--- src/cache_pkg.sv ---
package cache_pkg;

   // data cache controller
   typedef enum logic [3:0] {
      IDLE,
      WB1,
      WB2,
      READ1,
      READ2,
      FLUSH_SCAN,
      FLUSH1,
      FLUSH2,
      COUNT,
      HALTED
   } dcache_state_t;

   // operation presented to the memory bridge
   typedef enum logic [1:0] {
      MEM_NONE,
      MEM_READ,
      MEM_WRITE
   } mem_op_t;

endpackage

--- src/cpu_types_pkg.sv ---
package cpu_types_pkg;

   // byte addresses, words are four bytes
   localparam int ADDR_BITS = 32;

   // data and address words share one type
   typedef logic [ADDR_BITS-1:0] word_t;

endpackage

--- src/dcache.sv ---
`timescale 1ns/1ps

module dcache #(
   parameter int                   NUM_SETS   = 8,
   parameter cpu_types_pkg::word_t COUNT_ADDR = 32'h0000_3100
) (
   input  logic                 CLK,
   input  logic                 nRST,
   input  logic                 dmem_ren,
   input  logic                 dmem_wen,
   input  cpu_types_pkg::word_t dmem_addr,
   input  cpu_types_pkg::word_t dmem_store,
   input  logic                 halt,
   input  logic                 dwait,
   input  cpu_types_pkg::word_t mem_rdata,
   input  cpu_types_pkg::word_t hit_count,
   output logic                 dhit,
   output cpu_types_pkg::word_t dmem_load,
   output logic                 flushed,
   output cache_pkg::mem_op_t   mem_op,
   output cpu_types_pkg::word_t mem_addr,
   output cpu_types_pkg::word_t mem_wdata,
   output logic                 hit_evt,
   output logic                 miss_evt
);

   localparam int IDX_W = $clog2(NUM_SETS);
   // two words per block, byte offset below that
   localparam int TAG_W = cpu_types_pkg::ADDR_BITS - IDX_W - 3;

   // ==============================
   // arrays
   logic [TAG_W-1:0]     tag_mem  [2][NUM_SETS];
   cpu_types_pkg::word_t data_mem [2][NUM_SETS][2];
   logic                 valid    [2][NUM_SETS];
   logic                 dirty    [2][NUM_SETS];
   logic                 lru      [NUM_SETS];

   cache_pkg::dcache_state_t state;
   cache_pkg::dcache_state_t next_state;
   logic                     miss_way;
   logic [IDX_W:0]           scan_q;

   logic [TAG_W-1:0] req_tag;
   logic [IDX_W-1:0] req_idx;
   logic             req_word;
   logic [1:0]       way_hit;
   logic             hit;
   logic             hit_way;
   logic             access;
   logic             victim;
   logic             victim_dirty;
   logic             scan_way;
   logic [IDX_W-1:0] scan_set;
   logic             beat;

   assign req_tag  = dmem_addr[cpu_types_pkg::ADDR_BITS-1 -: TAG_W];
   assign req_idx  = dmem_addr[IDX_W+2:3];
   assign req_word = dmem_addr[2];
   assign access   = dmem_ren | dmem_wen;

   assign way_hit[0] = valid[0][req_idx] && (tag_mem[0][req_idx] == req_tag);
   assign way_hit[1] = valid[1][req_idx] && (tag_mem[1][req_idx] == req_tag);
   assign hit        = |way_hit;
   assign hit_way    = way_hit[1];

   // replace the way not used last
   assign victim       = ~lru[req_idx];
   assign victim_dirty = dirty[victim][req_idx];

   // scan walks way 0 of every set, then way 1
   assign scan_way = scan_q[IDX_W];
   assign scan_set = scan_q[IDX_W-1:0];

   assign beat = (state == cache_pkg::WB2) || (state == cache_pkg::READ2) ||
                 (state == cache_pkg::FLUSH2);

   assign dhit      = (state == cache_pkg::IDLE) && !halt && access && hit;
   assign miss_evt  = (state == cache_pkg::IDLE) && !halt && access && !hit;
   assign hit_evt   = dhit;
   assign dmem_load = data_mem[hit_way][req_idx][req_word];

   // ==============================
   // next state
   always_comb
   begin
      next_state = state;
      case (state)
         cache_pkg::IDLE:
            if (halt)
               next_state = cache_pkg::FLUSH_SCAN;
            else if (miss_evt)
               next_state = victim_dirty ? cache_pkg::WB1 : cache_pkg::READ1;
         cache_pkg::WB1:
            if (!dwait)
               next_state = cache_pkg::WB2;
         cache_pkg::WB2:
            if (!dwait)
               next_state = cache_pkg::READ1;
         cache_pkg::READ1:
            if (!dwait)
               next_state = cache_pkg::READ2;
         cache_pkg::READ2:
            if (!dwait)
               next_state = cache_pkg::IDLE;
         cache_pkg::FLUSH_SCAN:
            if (dirty[scan_way][scan_set])
               next_state = cache_pkg::FLUSH1;
            else if (&scan_q)
               next_state = cache_pkg::COUNT;
         cache_pkg::FLUSH1:
            if (!dwait)
               next_state = cache_pkg::FLUSH2;
         cache_pkg::FLUSH2:
            if (!dwait)
               next_state = cache_pkg::FLUSH_SCAN;
         cache_pkg::COUNT:
            if (!dwait)
               next_state = cache_pkg::HALTED;
         cache_pkg::HALTED:
            next_state = cache_pkg::HALTED;
         default:
            next_state = cache_pkg::IDLE;
      endcase
   end

   // ==============================
   // control state and block flags
   always_ff @(posedge CLK or negedge nRST)
   begin
      if (!nRST)
      begin
         state    <= cache_pkg::IDLE;
         miss_way <= 1'b0;
         scan_q   <= '0;
         for (int s = 0; s < NUM_SETS; s++)
         begin
            lru[s] <= 1'b0;
            for (int w = 0; w < 2; w++)
            begin
               valid[w][s] <= 1'b0;
               dirty[w][s] <= 1'b0;
            end
         end
      end
      else
      begin
         state <= next_state;
         case (state)
            cache_pkg::IDLE:
            begin
               if (dhit)
               begin
                  lru[req_idx] <= hit_way;
                  if (dmem_wen)
                     dirty[hit_way][req_idx] <= 1'b1;
               end
               if (miss_evt)
                  miss_way <= victim;
               if (halt)
                  scan_q <= '0;
            end
            // block installed clean
            cache_pkg::READ2:
               if (!dwait)
               begin
                  valid[miss_way][req_idx] <= 1'b1;
                  dirty[miss_way][req_idx] <= 1'b0;
               end
            cache_pkg::FLUSH_SCAN:
               if (!dirty[scan_way][scan_set] && !(&scan_q))
                  scan_q <= scan_q + 1'b1;
            cache_pkg::FLUSH2:
               if (!dwait)
                  dirty[scan_way][scan_set] <= 1'b0;
            default:
               ;
         endcase
      end
   end

   always_ff @(posedge CLK)
   begin
      if (dhit && dmem_wen)
         data_mem[hit_way][req_idx][req_word] <= dmem_store;
      if (state == cache_pkg::READ1 && !dwait)
         data_mem[miss_way][req_idx][0] <= mem_rdata;
      if (state == cache_pkg::READ2 && !dwait)
      begin
         data_mem[miss_way][req_idx][1] <= mem_rdata;
         tag_mem[miss_way][req_idx]     <= req_tag;
      end
   end

   // ==============================
   // memory side
   always_comb
   begin
      mem_op    = cache_pkg::MEM_NONE;
      mem_addr  = '0;
      mem_wdata = '0;
      flushed   = 1'b0;
      case (state)
         cache_pkg::WB1, cache_pkg::WB2:
         begin
            mem_op    = cache_pkg::MEM_WRITE;
            mem_addr  = {tag_mem[miss_way][req_idx], req_idx, beat, 2'b00};
            mem_wdata = data_mem[miss_way][req_idx][beat];
         end
         cache_pkg::READ1, cache_pkg::READ2:
         begin
            mem_op   = cache_pkg::MEM_READ;
            mem_addr = {req_tag, req_idx, beat, 2'b00};
         end
         cache_pkg::FLUSH1, cache_pkg::FLUSH2:
         begin
            mem_op    = cache_pkg::MEM_WRITE;
            mem_addr  = {tag_mem[scan_way][scan_set], scan_set, beat, 2'b00};
            mem_wdata = data_mem[scan_way][scan_set][beat];
         end
         // final store of the net hit count
         cache_pkg::COUNT:
         begin
            mem_op    = cache_pkg::MEM_WRITE;
            mem_addr  = COUNT_ADDR;
            mem_wdata = hit_count;
            flushed   = 1'b1;
         end
         cache_pkg::HALTED:
            flushed = 1'b1;
         default:
            ;
      endcase
   end

   assert property (@(posedge CLK) disable iff (!nRST) !(dhit && flushed));

   // bridge latches op and address once, so both hold until the word is done
   assert property (@(posedge CLK) disable iff (!nRST)
      ($past(dwait) && $past(mem_op) != cache_pkg::MEM_NONE) |->
         (mem_op == $past(mem_op) && mem_addr == $past(mem_addr)));

endmodule

--- src/dcache_stats.sv ---
`timescale 1ns/1ps

module dcache_stats (
   input  logic                 CLK,
   input  logic                 nRST,
   input  logic                 hit_evt,
   input  logic                 miss_evt,
   output cpu_types_pkg::word_t hit_count
);

   logic signed [$bits(cpu_types_pkg::word_t)-1:0] net_q;
   logic signed [1:0]                              step;

   // +1 per hit, -1 per miss
   always_comb
   begin
      step = 2'sd0;
      if (hit_evt)
         step = 2'sd1;
      else if (miss_evt)
         step = -2'sd1;
   end

   always_ff @(posedge CLK or negedge nRST)
   begin
      if (!nRST)
      begin
         net_q <= '0;
      end
      else
      begin
         net_q <= net_q + step;
      end
   end

   assign hit_count = net_q;

   // the controller reports a request as either a hit or a miss, never both
   assert property (@(posedge CLK) disable iff (!nRST) !(hit_evt && miss_evt));

endmodule

--- src/dcache_top.sv ---
`timescale 1ns/1ps

module dcache_top #(
   parameter int                   NUM_SETS   = 8,
   parameter cpu_types_pkg::word_t COUNT_ADDR = 32'h0000_3100
) (
   input  logic                 CLK,
   input  logic                 nRST,
   input  logic                 dmem_ren,
   input  logic                 dmem_wen,
   input  cpu_types_pkg::word_t dmem_addr,
   input  cpu_types_pkg::word_t dmem_store,
   input  logic                 halt,
   input  logic                 mem_ack,
   input  cpu_types_pkg::word_t ext_rdata,
   output logic                 dhit,
   output cpu_types_pkg::word_t dmem_load,
   output logic                 flushed,
   output logic                 mem_req,
   output logic                 mem_we,
   output cpu_types_pkg::word_t ext_addr,
   output cpu_types_pkg::word_t ext_wdata
);

   cache_pkg::mem_op_t   mem_op;
   cpu_types_pkg::word_t mem_addr;
   cpu_types_pkg::word_t mem_wdata;
   cpu_types_pkg::word_t mem_rdata;
   cpu_types_pkg::word_t hit_count;
   logic                 dwait;
   logic                 hit_evt;
   logic                 miss_evt;

   dcache #(
      .NUM_SETS   (NUM_SETS),
      .COUNT_ADDR (COUNT_ADDR)
   ) u_dcache (
      .CLK        (CLK),
      .nRST       (nRST),
      .dmem_ren   (dmem_ren),
      .dmem_wen   (dmem_wen),
      .dmem_addr  (dmem_addr),
      .dmem_store (dmem_store),
      .halt       (halt),
      .dwait      (dwait),
      .mem_rdata  (mem_rdata),
      .hit_count  (hit_count),
      .dhit       (dhit),
      .dmem_load  (dmem_load),
      .flushed    (flushed),
      .mem_op     (mem_op),
      .mem_addr   (mem_addr),
      .mem_wdata  (mem_wdata),
      .hit_evt    (hit_evt),
      .miss_evt   (miss_evt)
   );

   dcache_stats u_stats (
      .CLK       (CLK),
      .nRST      (nRST),
      .hit_evt   (hit_evt),
      .miss_evt  (miss_evt),
      .hit_count (hit_count)
   );

   mem_req_bridge u_bridge (
      .CLK       (CLK),
      .nRST      (nRST),
      .mem_op    (mem_op),
      .mem_addr  (mem_addr),
      .mem_wdata (mem_wdata),
      .mem_ack   (mem_ack),
      .ext_rdata (ext_rdata),
      .dwait     (dwait),
      .mem_rdata (mem_rdata),
      .mem_req   (mem_req),
      .mem_we    (mem_we),
      .ext_addr  (ext_addr),
      .ext_wdata (ext_wdata)
   );

endmodule

--- src/mem_req_bridge.sv ---
`timescale 1ns/1ps

module mem_req_bridge (
   input  logic                 CLK,
   input  logic                 nRST,
   input  cache_pkg::mem_op_t   mem_op,
   input  cpu_types_pkg::word_t mem_addr,
   input  cpu_types_pkg::word_t mem_wdata,
   input  logic                 mem_ack,
   input  cpu_types_pkg::word_t ext_rdata,
   output logic                 dwait,
   output cpu_types_pkg::word_t mem_rdata,
   output logic                 mem_req,
   output logic                 mem_we,
   output cpu_types_pkg::word_t ext_addr,
   output cpu_types_pkg::word_t ext_wdata
);

   typedef enum logic [1:0] {
      BR_IDLE,
      BR_REQ,
      BR_REL,
      BR_DONE
   } br_state_t;

   br_state_t state;

   // ==============================
   // four-phase sequencer
   always_ff @(posedge CLK or negedge nRST)
   begin
      if (!nRST)
      begin
         state   <= BR_IDLE;
         mem_req <= 1'b0;
         mem_we  <= 1'b0;
      end
      else
      begin
         case (state)
            BR_IDLE:
               if (mem_op != cache_pkg::MEM_NONE)
               begin
                  state   <= BR_REQ;
                  mem_req <= 1'b1;
                  mem_we  <= (mem_op == cache_pkg::MEM_WRITE);
               end
            BR_REQ:
               if (mem_ack)
               begin
                  state   <= BR_REL;
                  mem_req <= 1'b0;
                  mem_we  <= 1'b0;
               end
            // wait for memory to drop ack
            BR_REL:
               if (!mem_ack)
                  state <= BR_DONE;
            default:
               state <= BR_IDLE;
         endcase
      end
   end

   always_ff @(posedge CLK)
   begin
      if (state == BR_IDLE && mem_op != cache_pkg::MEM_NONE)
      begin
         ext_addr  <= mem_addr;
         ext_wdata <= mem_wdata;
      end
      if (state == BR_REQ && mem_ack)
         mem_rdata <= ext_rdata;
   end

   // one cycle low per finished word
   assign dwait = (state != BR_DONE);

   assert property (@(posedge CLK) disable iff (!nRST) $fell(mem_req) |-> $past(mem_ack));

   assert property (@(posedge CLK) disable iff (!nRST)
      (mem_req && $past(mem_req)) |-> $stable(ext_addr));

endmodule
--- config.mk ---
export PLATFORM = sky130hd
export DESIGN_NAME = dcache_top
export DESIGN_NICKNAME = d
export VERILOG_FILES = /design/src/cache_pkg.sv /design/src/cpu_types_pkg.sv /design/src/dcache.sv /design/src/dcache_stats.sv /design/src/dcache_top.sv /design/src/mem_req_bridge.sv
export SDC_FILE = /design/constraint.sdc
export NUM_CORES = 2
export LEC_CHECK = 0
export BUFFER_PORTS_ARGS = -buffer_cell sky130_fd_sc_hd__buf_2
export CAP_MARGIN = 30
export CORE_MARGIN = 3
export CORE_UTILIZATION = 55
export DETAILED_ROUTE_END_ITERATION = 7
export HOLD_SLACK_MARGIN = 0.05
export PLACE_DENSITY = 0.71
export RECOVER_POWER = 50
export SETUP_SLACK_MARGIN = 0.5
export SLEW_MARGIN = 20
export SYNTH_ARGS = -nofsm -noshare
export SYNTH_HDL_FRONTEND = slang
export SYNTH_SLANG_ARGS = --single-unit
export TNS_END_PERCENT = 50
--- constraint.sdc ---
create_clock -name CLK -period 9.7 [get_ports CLK]
set_input_delay 1.94 -clock CLK [delete_from_list [all_inputs] [get_ports CLK]]
set_output_delay 1.94 -clock CLK [all_outputs]
set_load 0.05 [all_outputs]
==> results.md <==
* Static Leak at 30.8 nW
* FMAX at 110 MHz
* Hold EP: u_dcache.valid[14]
* Cts-stage hold buffer count at 0
* R2r setup slk at 0.61 ns
* DR vias/cell at 7.78
* Setup CP Type: input pin to output port
* Cell Int Power at 14.4 mW
* Antenna violations before repair at 11
* Combinational power share at 0.305
* Switch Pwr at 7.42 mW
* # clock sinks at 1619
* WL final at 300000 um
* CP bufs+invs at 4
* Synth area leader: edfxtp_1
* H-tree levels at 4
* Final Core Density at 0.622
* Row cnt at 143
* DRT iter0 DRCs at 10011
* Ys flop type: edfxtp_1
* Critical Path, Cell by Cell: clkbuf_8 -> buf_4 -> nand2b_1 -> o22a_1 -> a21oi_1 -> nor4_1 -> nand4_1 -> or4_4 -> buf_12 -> mux4_2 -> a22o_1 -> nor4_1 -> a31oi_1 -> buf_2
* Pwr Total at 21.8 mW
* Root buffer cell: clkbuf_16
* Synth Instances at 5317
* Sw Ratio at 0.340
* Simple-Gate Fraction of Synth Area at 0.0398
* Die W at 400 um
* Reg2Reg Depth at 12
* Max-slew headroom at -1.86
* P&R area growth vs syn at 11.6%
* Final nets at 5596
* Vias in the first global route at 57517
* Skew final at 0.0306 ns
* Hold_ws at 0.473 ns
* I/O Buffers at 197
* Post-synth EDFFs at 1534
* Max Root-Sink Buffers at 3
* Most frequent cells in the layout: edfxtp_1 (1534), mux4_2 (754), mux2i_1 (580), nand2_1 (267), o22ai_1 (228)
* Worst Max-Slew Pin Slew at 4.30 ns
* Skew-Pair Late Insertion Delay at 0.83 ns
* Reg2reg start: u_dcache.state[1]
* Synth Cell Area at 85200 um2
* Reg2reg end: u_dcache.data_mem[0][488]
* GR Util All Layers at 0.375
* Post-Layout Inst Area at 95200 um2
* Status: finished with violations
* Via count at 59427
* Worst min-delay path startpoint: u_dcache.valid[14]
* Worst path slowest cell: or4_4
* Commonest non-fill, non-tap cell in the layout: edfxtp_1
* Fin crit share at 0.939
* Top cells by area, synth: edfxtp_1 (54%), mux4_2 (20%), mux2i_1 (6.8%), dfrtp_1 (2.5%), o22ai_1 (1.7%)
* Failing checks: max-capacitance violations, max-slew violations
* Critical Path AT at 7.17 ns
* Total congestion overflow at 0
* Post-synth top area share at 0.540
* Post-synthesis cell type count at 74
* Synth warnings at 0
* First-pass GRT wire length at 422000 um
* Asr flop ratio synth at 0.0525
* Drt wl/cell at 39.3 um
* Crit path launch type: input pin
* MaxCap Viol Count at 16
* Xor/xnor share of the synthesized area at 0.00668
* Seq cells post-synth at 1619
* Worst setup EP type: output port
* Io pins at 202
* WP data required at 7.76 ns
* Final min period at 9.11 ns
* Core region area at 153000 um2
* RSZ-0062 raised after global routing: false
* Die area at 160000 um2
* Area after DPL at 89600 um2
* # DRC at 0
* CTS tree: built
* Share of cells above drive strength 1 at 0.273
* Synth Area in Compound Gates at 0.0761
* Peak supply drop at 0.000212 V
* Post-DP HPWL at 173000 um
* Setup TNS at 0 ns
* RD Place Congestion at 0.934
* Clock Power Share at 0.301
* Crit path top cell by count: nor4_1
* Clk pin slew, worst setup/hold paths at 0.06 ns
* Largest net degree at the start of global routing at 136
* Inst Count DP at 7304
* Register share of total power at 0.394
* Hold Path Class: register to register
* Setup Slack @ Placement at 0.636 ns
* Syn_area_per_cell at 16.0 um2
* Largest family of logic cells by synthesized area: multiplexers
* Max Slew Vio Count at 526
* Hold path cells at 1
* Final Setup Violations at 0
* Register area share after synthesis at 0.565
* Crit-path leading delay family: simple AND/OR/NAND/NOR gates
* Pwr Density at 229 nW/um2
* Routed Antenna Nets at 0
* Fin worst setup slack at 0.588 ns
* Worst path max stage delay at 0.72 ns
* Post-Synth Adder-Cell Area at 0.00581
* Final Hold Fails at 0
* Final cell count without fillers at 7638
* Die H at 400 um
* Total CTS buffers at 171
* # fillers at 10945
* Starting Density at 0.557
* Worst-path maximum fanout at 60
* First-pass iteration count of the detailed router at 6
* Post-synthesis mux area share at 0.284
==> sequential cells by signal, summed over array words and instances (netlist names), 16 cells and up <==
| register | count |
|---|---|
| u_dcache.valid | 16 |
| u_dcache.dirty | 16 |
| u_bridge.ext_wdata | 32 |
| u_bridge.ext_addr | 30 |
| u_stats.hit_count | 32 |
| u_bridge.mem_rdata | 32 |
| u_dcache.data_mem | 1024 |
| u_dcache.tag_mem | 416 |
==> power groups by stage <==
stage | combinational (mW) | clock, mW | sequential, mW
global placement | 6.46 | 0 | 8.67
finish | 6.66 | 6.56 | 8.59
floorplan | 4.14 | 0 | 8.93
detailed placement | 6.52 | 0 | 8.69
global route | 6.92 | 6.88 | 8.60
CTS | 6.54 | 6.58 | 8.54
==> area by class of cell <==
class,count,area (um2),area share
Inverter,26,106,0.00112
Sequential cell,1619,48200,0.507
Clock buffer,200,4450,0.0468
Multi-Input combinational cell,3229,35600,0.375
Clock inverter,113,1070,0.0112
Antenna cell,13,32.5,0.000342
Tap cell,2030,2540,0.0267
Timing Repair Buffer,408,3110,0.0327
==> synthesized netlist by cell type (all sizes together), types with 38 or more instances <==
| cell | count |
|---|---|
| edfxtp | 1534 |
| mux4 | 754 |
| mux2i | 580 |
| nand2 | 274 |
| clkbuf | 254 |
| o22ai | 228 |
| buf | 190 |
| a21oi | 173 |
| nor2 | 164 |
| mux2 | 123 |
| o21ai | 110 |
| a22oi | 91 |
| dfrtp | 85 |
| nor3 | 67 |
| a221o | 64 |
| nor4 | 62 |
| a221oi | 47 |
| xnor2 | 43 |
| ha | 38 |
==> cells by family after synthesis <==
family / after synthesis
simple gates: 726
fa+ha+maj: 39
compound gates: 940
xor+xnor: 65
other cells: 1
mux: 1457
flops: 1619
buf+inv: 470
==> routing by layer <==
layer	routed length [um]	track usage
met1	103000	0.502
met2	132000	0.547
met3	47100	0.130
met4	17600	0.192
met5	48	0
==> worst max-delay path by stage <==
stage,startpoint,end,slack (ns),cells after the start
floorplan,dmem_addr[3],dmem_load[1],0.99,17
global placement,dmem_addr[5],dmem_load[30],0.71,14
detailed placement,dmem_addr[5],dmem_load[30],0.64,13
CTS,dmem_addr[5],dmem_load[30],0.59,13
global route,u_dcache.state[1],u_dcache.data_mem[0][487],0.42,12
finish,dmem_addr[4],dmem_load[30],0.59,14
==> repair_timing <==
| action | 4_1_cts | 5_1_grt |
|---|---|---|
| endpoints found under the setup margin | 0 | 1 |
| setup buffers | 0 | 0 |
| gates resized for setup | 0 | 2 |
No activity file was read; power rests on OpenSTA's default activity.
